--- src/trace_pkg.sv ---
////////////////////
// pipeline trace shared definitions
// stage indices, record layout and control FSM encoding
////////////////////

package trace_pkg;

    // five-stage in-order core
    localparam int num_stages = 5;
    localparam int instr_w    = 32;

    // stage positions in the valid and tag vectors
    localparam int stg_fetch   = 0;
    localparam int stg_decode  = 1;
    localparam int stg_execute = 2;
    localparam int stg_memory  = 3;
    localparam int stg_wb      = 4;

    // record widths, must match ID_W and CYCLE_W at the top level
    localparam int rec_id_w    = 3;
    localparam int rec_cycle_w = 16;

    // one completed instruction, entry stamp per stage
    typedef struct packed {
        logic [rec_id_w-1:0]    id;
        logic [instr_w-1:0]     instr;
        logic [rec_cycle_w-1:0] fetch_cycle;
        logic [rec_cycle_w-1:0] decode_cycle;
        logic [rec_cycle_w-1:0] execute_cycle;
        logic [rec_cycle_w-1:0] memory_cycle;
        logic [rec_cycle_w-1:0] wb_cycle;
    } trace_rec_t;

    // trace control states
    typedef enum logic [1:0] {
        st_idle  = 2'd0,
        st_run   = 2'd1,
        st_drain = 2'd2
    } trace_state_t;

endpackage

--- src/cycle_counter.sv ---
////////////////////
// cycle counter
// free-running wrap-around time base for the stage stamps
////////////////////

`timescale 1ns/1ps

module cycle_counter #(
    parameter int CYCLE_W = 16
) (
    input  logic               clk,
    input  logic               rst,
    output logic [CYCLE_W-1:0] now
);

    // zero in the first cycle after reset, then one step per clock
    // wraps silently, stamps are compared modulo 2^CYCLE_W
    always_ff @(posedge clk) begin
        if (rst) begin
            now <= '0;
        end else begin
            now <= now + 1'b1;
        end
    end

endmodule

--- src/pipe_trace_unit.sv ---
////////////////////
// pipeline trace unit, top level
// stamps each instruction's stage entries and emits one
// record per completed instruction
////////////////////

`timescale 1ns/1ps

module pipe_trace_unit import trace_pkg::*; #(
    parameter int ID_W       = 3,
    parameter int CYCLE_W    = 16,
    parameter int FIFO_DEPTH = 4
) (
    input  logic               clk,
    input  logic               rst,
    input  logic               trace_en,
    input  logic               fetch_valid,
    input  logic [instr_w-1:0] fetch_instr,
    input  logic               stall,
    input  logic               flush,
    output logic               rec_valid,
    input  logic               rec_ready,
    output logic [ID_W-1:0]    rec_id,
    output logic [instr_w-1:0] rec_instr,
    output logic [CYCLE_W-1:0] rec_fetch_cycle,
    output logic [CYCLE_W-1:0] rec_decode_cycle,
    output logic [CYCLE_W-1:0] rec_execute_cycle,
    output logic [CYCLE_W-1:0] rec_memory_cycle,
    output logic [CYCLE_W-1:0] rec_wb_cycle,
    output logic [15:0]        drop_count,
    output logic               busy
);

    logic [CYCLE_W-1:0]              now;
    logic                            admit;
    logic                            pipe_empty;
    logic [num_stages-1:0]           stage_valid;
    logic [num_stages-1:0][ID_W-1:0] stage_tag;
    logic                            wb_done;
    logic                            rec_push;
    logic                            fifo_full;
    trace_rec_t                      table_rec;
    trace_rec_t                      fifo_rec;

    cycle_counter #(.CYCLE_W(CYCLE_W)) cycle_counter_i (
        .clk (clk),
        .rst (rst),
        .now (now)
    );

    trace_ctrl_fsm trace_ctrl_fsm_i (
        .clk         (clk),
        .rst         (rst),
        .trace_en    (trace_en),
        .fetch_valid (fetch_valid),
        .stall       (stall),
        .pipe_empty  (pipe_empty),
        .rec_push    (rec_push),
        .fifo_full   (fifo_full),
        .admit       (admit),
        .busy        (busy),
        .drop_count  (drop_count)
    );

    stage_tracker #(.ID_W(ID_W)) stage_tracker_i (
        .clk         (clk),
        .rst         (rst),
        .admit       (admit),
        .stall       (stall),
        .flush       (flush),
        .stage_valid (stage_valid),
        .stage_tag   (stage_tag),
        .wb_done     (wb_done),
        .pipe_empty  (pipe_empty)
    );

    trace_table #(.ID_W(ID_W), .CYCLE_W(CYCLE_W)) trace_table_i (
        .clk         (clk),
        .rst         (rst),
        .now         (now),
        .fetch_instr (fetch_instr),
        .stage_valid (stage_valid),
        .stage_tag   (stage_tag),
        .wb_done     (wb_done),
        .rec_push    (rec_push),
        .rec_data    (table_rec)
    );

    trace_fifo #(.DEPTH(FIFO_DEPTH)) trace_fifo_i (
        .clk       (clk),
        .rst       (rst),
        .push      (rec_push),
        .push_data (table_rec),
        .full      (fifo_full),
        .out_valid (rec_valid),
        .out_ready (rec_ready),
        .out_data  (fifo_rec)
    );

    // head record out on loose ports
    assign rec_id            = fifo_rec.id;
    assign rec_instr         = fifo_rec.instr;
    assign rec_fetch_cycle   = fifo_rec.fetch_cycle;
    assign rec_decode_cycle  = fifo_rec.decode_cycle;
    assign rec_execute_cycle = fifo_rec.execute_cycle;
    assign rec_memory_cycle  = fifo_rec.memory_cycle;
    assign rec_wb_cycle      = fifo_rec.wb_cycle;

endmodule

--- src/stage_tracker.sv ---
////////////////////
// stage tracker
// follows instruction tags from fetch to write-back,
// mirroring the core's stall bubble and flush kill
////////////////////

`timescale 1ns/1ps

module stage_tracker import trace_pkg::*; #(
    parameter int ID_W = 3
) (
    input  logic                             clk,
    input  logic                             rst,
    input  logic                             admit,
    input  logic                             stall,
    input  logic                             flush,
    output logic [num_stages-1:0]            stage_valid,
    output logic [num_stages-1:0][ID_W-1:0]  stage_tag,
    output logic                             wb_done,
    output logic                             pipe_empty
);

    // tag handed to the next admitted instruction
    logic [ID_W-1:0] next_tag;

    // registered stages, decode through write-back
    logic [num_stages-1:1]            pipe_valid;
    logic [num_stages-1:1][ID_W-1:0]  pipe_tag;

    // control state
    always_ff @(posedge clk) begin
        if (rst) begin
            next_tag   <= '0;
            pipe_valid <= '0;
        end else begin
            // flushed tags stay consumed
            if (admit) begin
                next_tag <= next_tag + 1'b1;
            end
            // flush wins over stall, decode is killed
            if (flush) begin
                pipe_valid[stg_decode] <= 1'b0;
            end else if (!stall) begin
                pipe_valid[stg_decode] <= admit;
            end
            // bubble on stall, nothing to pass on after a flush
            pipe_valid[stg_execute] <= pipe_valid[stg_decode] && !stall && !flush;
            pipe_valid[stg_memory]  <= pipe_valid[stg_execute];
            pipe_valid[stg_wb]      <= pipe_valid[stg_memory];
        end
    end

    // tags ride along, only qualified by the valid bits
    always_ff @(posedge clk) begin
        if (!stall && !flush) begin
            pipe_tag[stg_decode] <= next_tag;
        end
        pipe_tag[stg_execute] <= pipe_tag[stg_decode];
        pipe_tag[stg_memory]  <= pipe_tag[stg_execute];
        pipe_tag[stg_wb]      <= pipe_tag[stg_memory];
    end

    // fetch is the admission cycle itself
    // admit needs stall low, so fetch never has to hold
    always_comb begin
        stage_valid[stg_fetch]  = admit;
        stage_tag[stg_fetch]    = next_tag;
        for (int s = 1; s < num_stages; s++) begin
            stage_valid[s] = pipe_valid[s];
            stage_tag[s]   = pipe_tag[s];
        end
    end

    // write-back advances every cycle, a valid slot is always a new entry
    assign wb_done    = pipe_valid[stg_wb];
    assign pipe_empty = ~|stage_valid;

endmodule

--- src/trace_ctrl_fsm.sv ---
////////////////////
// trace control FSM
// idle/run/drain sequencing, fetch admission into the tracker
// and the saturating count of records lost to a full FIFO
////////////////////

`timescale 1ns/1ps

module trace_ctrl_fsm import trace_pkg::*; (
    input  logic        clk,
    input  logic        rst,
    input  logic        trace_en,
    input  logic        fetch_valid,
    input  logic        stall,
    input  logic        pipe_empty,
    input  logic        rec_push,
    input  logic        fifo_full,
    output logic        admit,
    output logic        busy,
    output logic [15:0] drop_count
);

    trace_state_t state;
    trace_state_t state_nxt;

    ////////////////////
    // state sequencing
    ////////////////////

    always_comb begin
        state_nxt = state;
        case (state)
            st_idle: begin
                if (trace_en) begin
                    state_nxt = st_run;
                end
            end
            st_run: begin
                // stop admitting, let the in-flight work finish
                if (!trace_en) begin
                    state_nxt = st_drain;
                end
            end
            st_drain: begin
                if (pipe_empty) begin
                    state_nxt = st_idle;
                end
            end
            default: state_nxt = st_idle;
        endcase
    end

    always_ff @(posedge clk) begin
        if (rst) begin
            state <= st_idle;
        end else begin
            state <= state_nxt;
        end
    end

    // fetch_valid only counts while the front end is moving
    assign admit = (state == st_run) && fetch_valid && !stall;
    assign busy  = (state != st_idle);

    ////////////////////
    // drop counter
    ////////////////////

    // a completing record that meets a full FIFO is lost, count it
    // holds at all ones instead of wrapping
    always_ff @(posedge clk) begin
        if (rst) begin
            drop_count <= '0;
        end else if (rec_push && fifo_full && (drop_count != 16'hffff)) begin
            drop_count <= drop_count + 1'b1;
        end
    end

endmodule

--- src/trace_fifo.sv ---
////////////////////
// trace record FIFO
// circular buffer, push ignored while full, valid/ready read side
////////////////////

`timescale 1ns/1ps

module trace_fifo import trace_pkg::*; #(
    parameter int DEPTH = 4
) (
    input  logic       clk,
    input  logic       rst,
    input  logic       push,
    input  trace_rec_t push_data,
    output logic       full,
    output logic       out_valid,
    input  logic       out_ready,
    output trace_rec_t out_data
);

    localparam int ptr_w = (DEPTH > 1) ? $clog2(DEPTH) : 1;
    localparam int cnt_w = $clog2(DEPTH + 1);

    trace_rec_t       mem [DEPTH];
    logic [ptr_w-1:0] wr_ptr;
    logic [ptr_w-1:0] rd_ptr;
    logic [cnt_w-1:0] count;
    logic             do_push;
    logic             do_pop;

    assign full      = (count == cnt_w'(DEPTH));
    assign out_valid = (count != '0);
    // head entry stays put until the handshake
    assign out_data  = mem[rd_ptr];

    // full check uses the current count, a same-cycle pop does not help
    assign do_push = push && !full;
    assign do_pop  = out_valid && out_ready;

    always_ff @(posedge clk) begin
        if (do_push) begin
            mem[wr_ptr] <= push_data;
        end
    end

    // pointers and occupancy
    always_ff @(posedge clk) begin
        if (rst) begin
            wr_ptr <= '0;
            rd_ptr <= '0;
            count  <= '0;
        end else begin
            if (do_push) begin
                wr_ptr <= (wr_ptr == ptr_w'(DEPTH - 1)) ? '0 : wr_ptr + 1'b1;
            end
            if (do_pop) begin
                rd_ptr <= (rd_ptr == ptr_w'(DEPTH - 1)) ? '0 : rd_ptr + 1'b1;
            end
            if (do_push && !do_pop) begin
                count <= count + 1'b1;
            end else if (do_pop && !do_push) begin
                count <= count - 1'b1;
            end
        end
    end

endmodule

--- src/trace_table.sv ---
////////////////////
// trace table
// per-tag instruction word and stage entry stamps,
// record assembly as the instruction enters write-back
////////////////////

`timescale 1ns/1ps

module trace_table import trace_pkg::*; #(
    parameter int ID_W    = 3,
    parameter int CYCLE_W = 16
) (
    input  logic                            clk,
    input  logic                            rst,
    input  logic [CYCLE_W-1:0]              now,
    input  logic [instr_w-1:0]              fetch_instr,
    input  logic [num_stages-1:0]           stage_valid,
    input  logic [num_stages-1:0][ID_W-1:0] stage_tag,
    input  logic                            wb_done,
    output logic                            rec_push,
    output trace_rec_t                      rec_data
);

    localparam int num_entries = 2 ** ID_W;

    // storage, indexed by tag
    logic [instr_w-1:0] instr_mem [num_entries];
    // fetch..memory stamps, write-back comes straight from now
    logic [CYCLE_W-1:0] stamp_mem [num_entries][num_stages-1];

    // last cycle's view of each stage, spots a held stage
    logic [num_stages-1:0]           prev_valid;
    logic [num_stages-1:0][ID_W-1:0] prev_tag;
    logic [num_stages-1:0]           stage_new;
    logic [ID_W-1:0]                 wb_tag;

    always_ff @(posedge clk) begin
        if (rst) begin
            prev_valid <= '0;
        end else begin
            prev_valid <= stage_valid;
        end
    end

    always_ff @(posedge clk) begin
        prev_tag <= stage_tag;
    end

    // same tag in the same stage twice running means it was held
    // in-flight tags are distinct, so no false hold match
    always_comb begin
        for (int s = 0; s < num_stages; s++) begin
            stage_new[s] = stage_valid[s] && !(prev_valid[s] && (prev_tag[s] == stage_tag[s]));
        end
    end

    ////////////////////
    // stamp capture
    ////////////////////

    always_ff @(posedge clk) begin
        // word is captured with the fetch stamp
        if (stage_new[stg_fetch]) begin
            instr_mem[stage_tag[stg_fetch]] <= fetch_instr;
        end
        for (int s = 0; s < num_stages - 1; s++) begin
            if (stage_new[s]) begin
                stamp_mem[stage_tag[s]][s] <= now;
            end
        end
    end

    ////////////////////
    // record assembly
    ////////////////////

    assign wb_tag   = stage_tag[stg_wb];
    // one push per instruction, on its write-back entry cycle
    assign rec_push = wb_done && stage_new[stg_wb];

    always_comb begin
        rec_data.id            = wb_tag;
        rec_data.instr         = instr_mem[wb_tag];
        rec_data.fetch_cycle   = stamp_mem[wb_tag][stg_fetch];
        rec_data.decode_cycle  = stamp_mem[wb_tag][stg_decode];
        rec_data.execute_cycle = stamp_mem[wb_tag][stg_execute];
        rec_data.memory_cycle  = stamp_mem[wb_tag][stg_memory];
        // memory stamp was written last cycle, wb stamp is this one
        rec_data.wb_cycle      = now;
    end

endmodule
--- config.mk ---
export PLATFORM = sky130hd
export DESIGN_NAME = pipe_trace_unit
export DESIGN_NICKNAME = d
export VERILOG_FILES = /design/src/trace_pkg.sv /design/src/cycle_counter.sv /design/src/pipe_trace_unit.sv /design/src/stage_tracker.sv /design/src/trace_ctrl_fsm.sv /design/src/trace_fifo.sv /design/src/trace_table.sv
export SDC_FILE = /design/constraint.sdc
export NUM_CORES = 1
export LEC_CHECK = 0
export BUFFER_PORTS_ARGS = -buffer_cell sky130_fd_sc_hd__buf_4
export CORE_MARGIN = 8
export CORE_UTILIZATION = 49
export DETAILED_ROUTE_END_ITERATION = 12
export PLACE_DENSITY_LB_ADDON = 0.3
export REMOVE_ABC_BUFFERS = 1
export SYNTH_ARGS = -nofsm -noshare
export SYNTH_HDL_FRONTEND = slang
export SYNTH_HIERARCHICAL = 1
export SYNTH_SLANG_ARGS = --single-unit
export TNS_END_PERCENT = 1
--- constraint.sdc ---
create_clock -name clk -period 8.45 [get_ports clk]
set_input_delay 0.845 -clock clk [delete_from_list [all_inputs] [get_ports clk]]
set_output_delay 0.845 -clock clk [all_outputs]
set_load 0.005 [all_outputs]
==> key figures <==
Run status
  • Status: finished, final reports clean

Die
  • # rows: 116
  • IO Count: approximately 170
  • Die Wd: 333 um
  • Die outline area: between 100000 and 150000 um^2
  • Die Ht: 333 um
  • Core Box Area: roughly 100000 um^2
  • Initial core utilization: 0.493

Placed design
  • RePlAce Congestion: 0.755
  • HPWL Detailed: 54000 um
  • Pre-CTS setup slack: about 4000 ps
  • Post-placement cell count: 3529
  • Port-buffer cells: between 150 and 200
  • Area after DPL: ~52000 um^2

GRT
  • Vias in the first global route: between 20000 and 25000
  • Initial antenna violation count: 2
  • Met2 GRT Util: 0.297
  • Grt met1 use: 0.239
  • Total gr overflow: 0
  • GRT Total Usage: 0.177
  • Most crowded layer after global routing: met2
  • Global-route wire length before repair: 148000 um
  • Largest net degree at the start of global routing: between 100 and 150
  • Met3 usage in global routing: 0.0327

Power and ir drop
  • P_leak: 17.5 nW
  • Clock power frac: 0.438
  • Pint: between 10 and 15 mW
  • Flop pwr share: 0.545
  • Switching portion of total power: 0.192
  • Sw power: 2.49 mW
  • Peak supply drop: 0.000167 V
  • Cell Pwr Density: 230 nW/um^2
  • Total power: 13.0 mW
  • Comb power frac: 0.017

Routing
  • Avg WL per Cell: 26.0 um
  • Vias/cell: roughly 5.8
  • ANT nets after route: 0
  • Final wirelength: roughly 98000 um
  • 1st-pass router iterations: 5
  • 1st-iter DRT viols: 1693
  • Post-route DRC: 0
  • Vias: between 20000 and 25000

Timing
  • Final setup vio count: 0
  • Final min period: about 4400 ps
  • RSZ-0062 raised after global routing: false
  • Fin crit share: 0.517
  • Least-Margin Pin Slew: approximately 1300 ps
  • Peak Freq: roughly 230 MHz
  • Final hold violations: 0
  • Pins Over Slew Limit: 0
  • Layout Skew: around 28 ps
  • Final WS setup: 4080 ps
  • Total negative slack: 0 ps
  • WHS: 315 ps
  • Rel. slew slack: 0.138

CTS
  • # hold bufs at CTS: 0
  • CTS max path bufs: 3
  • CTS root buf: clkbuf_16
  • CTS clk-pin slew, worst paths: 60 ps
  • CTS tree: done
  • CTS HTree Levels: 4
  • CTS Sinks: around 1300
  • Clock Latency Late Sink: 720 ps
  • CTS Buf Count: 132
  • Post-CTS resize count: 0
  • Total setup buffers inserted after CTS: 0

Synthesis
  • Synth top area share: 0.750
  • Mux cell area share after synthesis: 0.165
  • Number of synthesized register bits: 1310
  • Number of distinct library cells after synthesis: 51
  • Yosys top cell by area: edfxtp_1
  • FFs w/ async S/R, synth: 0
  • Ys flop type: edfxtp_1
  • Post-synthesis compound-gate area fraction: 0.00551
  • Cell Area, Synth: 49300 um^2
  • Gate Count Post-Synth: 2125
  • Synth top area cells: edfxtp_1 (75%), mux4_2 (14%), dfxtp_1 (3.2%)
  • Adder-cell area share of the yosys netlist: 0.00269
  • Sequential share of the synthesized area: 0.782
  • Largest family of logic cells by synthesized area: multiplexers
  • Post-synthesis xor/xnor area fraction: 0.00373
  • Simple-Gate Fraction of Synth Area: 0.0235
  • Number of synthesis warnings: 6
  • Number of synthesized flops with an enable pin: 1231
  • Mean post-synth cell area: 23.2 um^2

Finish
  • Area Growth Syn to Fin: 14.5%
  • Nets@finish: 2414
  • Design area: 56400 um^2
  • Post-Layout Cell Count: 3772
  • Ratio of cells with drive above 1 in the final layout: 0.359
  • Final core utilization: 0.565
  • Fillers: 7167

Worst setup path
  • Crit-path max FO: 65
  • CP peak stage delay: 1110 ps
  • Crit Path Class: reg -> reg
  • CP Cell Sequence: xnor2_1, a41oi_1, and3_4, buf_4
  • Crit path DAT: 4700 ps
  • Required @ worst endpoint: 8780 ps
  • Cell with the largest stage delay on the worst path: and3_4
  • Setup slack, reg-to-reg: 4080 ps
  • Critical Path Sink Type: flip-flop
  • Startpoint types: flip-flop

Job
  • Max cap viols: 0

Hold path
  • HP Class: in -> reg
routing by layer:
layer / up-vias / wire length [um]
met5: - / 26
met4: 4 / 1900
met3: 151 / 5460
met2: 612 / 49200
met1: 11691 / 41400
li1: 9410 / -
power by group through the flow:
stage          Clock [mW]  Combinational [mW]  Sequential (mW)
2_1_floorplan           0               0.142             7.24
3_3_place_gp            0               0.212             7.22
3_5_place_dp            0               0.221             7.22
4_1_cts              5.81               0.222             7.08
5_1_grt              6.06               0.236             7.08
6_report             5.69               0.218             7.08
layout by cell type (no fill, tap or decap), types with 12 or more instances in the layout:
master,n
dfxtp_1,74
clkinv_2,26
clkinv_1,26
edfxtp_1,1231
clkbuf_1,23
nor2b_1,18
mux4_2,307
inv_1,12
a21oi_1,22
nand2_1,23
clkbuf_16,136
nor2_1,24
nand3_1,15
xnor2_1,17
buf_4,227
mux2_2,103
worst max-delay path, delay by kind of cell (launching register included):
family / cells / cell delay [ps]
simple gates: 1 / 1110
buf+inv: 1 / 850
flops: 1 / 990
xor+xnor: 1 / 150
compound gates: 1 / 780
cells by family (layout without fill, tap and decap cells):
family,count (synthesis),after routing
other cells,0,2
mux,417,417
flops,1310,1310
compound gates,46,46
buf+inv,136,483
fa+ha+maj,10,10
simple gates,185,185
xor+xnor,21,21
sequential cells by signal (all words and copies together) (netlist names), named ones only:
signal / cells
trace_table_i/prev_valid: 5
trace_ctrl_fsm_i/state: 2
stage_tracker_i/pipe_valid: 4
trace_fifo_i/mem: 460
trace_fifo_i/wr_ptr: 2
trace_table_i/instr_mem: 256
trace_table_i/stamp_mem: 512
trace_ctrl_fsm_i/drop_count: 16
cycle_counter_i/now: 16
trace_fifo_i/count: 3
stage_tracker_i/stage_tag: 12
stage_tracker_i/next_tag: 3
trace_table_i/prev_tag: 15
trace_fifo_i/rd_ptr: 2
cell usage after synthesis (15+ instances only):
master and number:
nor2b_1 18, nor2_1 29, buf_2 26, buf_4 21
clkbuf_1 33, buf_6 27, edfxtp_1 1231, xnor2_1 17
dfxtp_1 79, nand2_1 23, a21oi_1 22, nor4_1 16
mux2_2 103, nand3_1 15, mux4_2 307
area by class of cell:
class	count	area [um^2]	share of cell area
Antenna cell	2	5.00	0.0000887
Clock buffer	164	3560	0.0631
Clock inverter	77	719	0.0128
Inverter	13	50.0	0.000887
Multi-Input combinational cell	679	10100	0.180
Sequential cell	1310	38600	0.684
Tap cell	1298	1620	0.0288
Timing Repair Buffer	229	1740	0.0309
final timing paths:
| check | start | to | cells after the start |
|---|---|---|---|
| worst min-delay path | flush | stage_tracker_i/pipe_valid[1] | 2 |
| worst max register to register | stage_tracker_i/stage_tag[12] | trace_fifo_i/mem[2][101] | 4 |
| worst max-delay path | stage_tracker_i/stage_tag[12] | trace_fifo_i/mem[2][101] | 4 |
| worst min register to register | stage_tracker_i/stage_tag[7] | stage_tracker_i/stage_tag[10] | 0 |
Power figures use the tool's default switching activity.
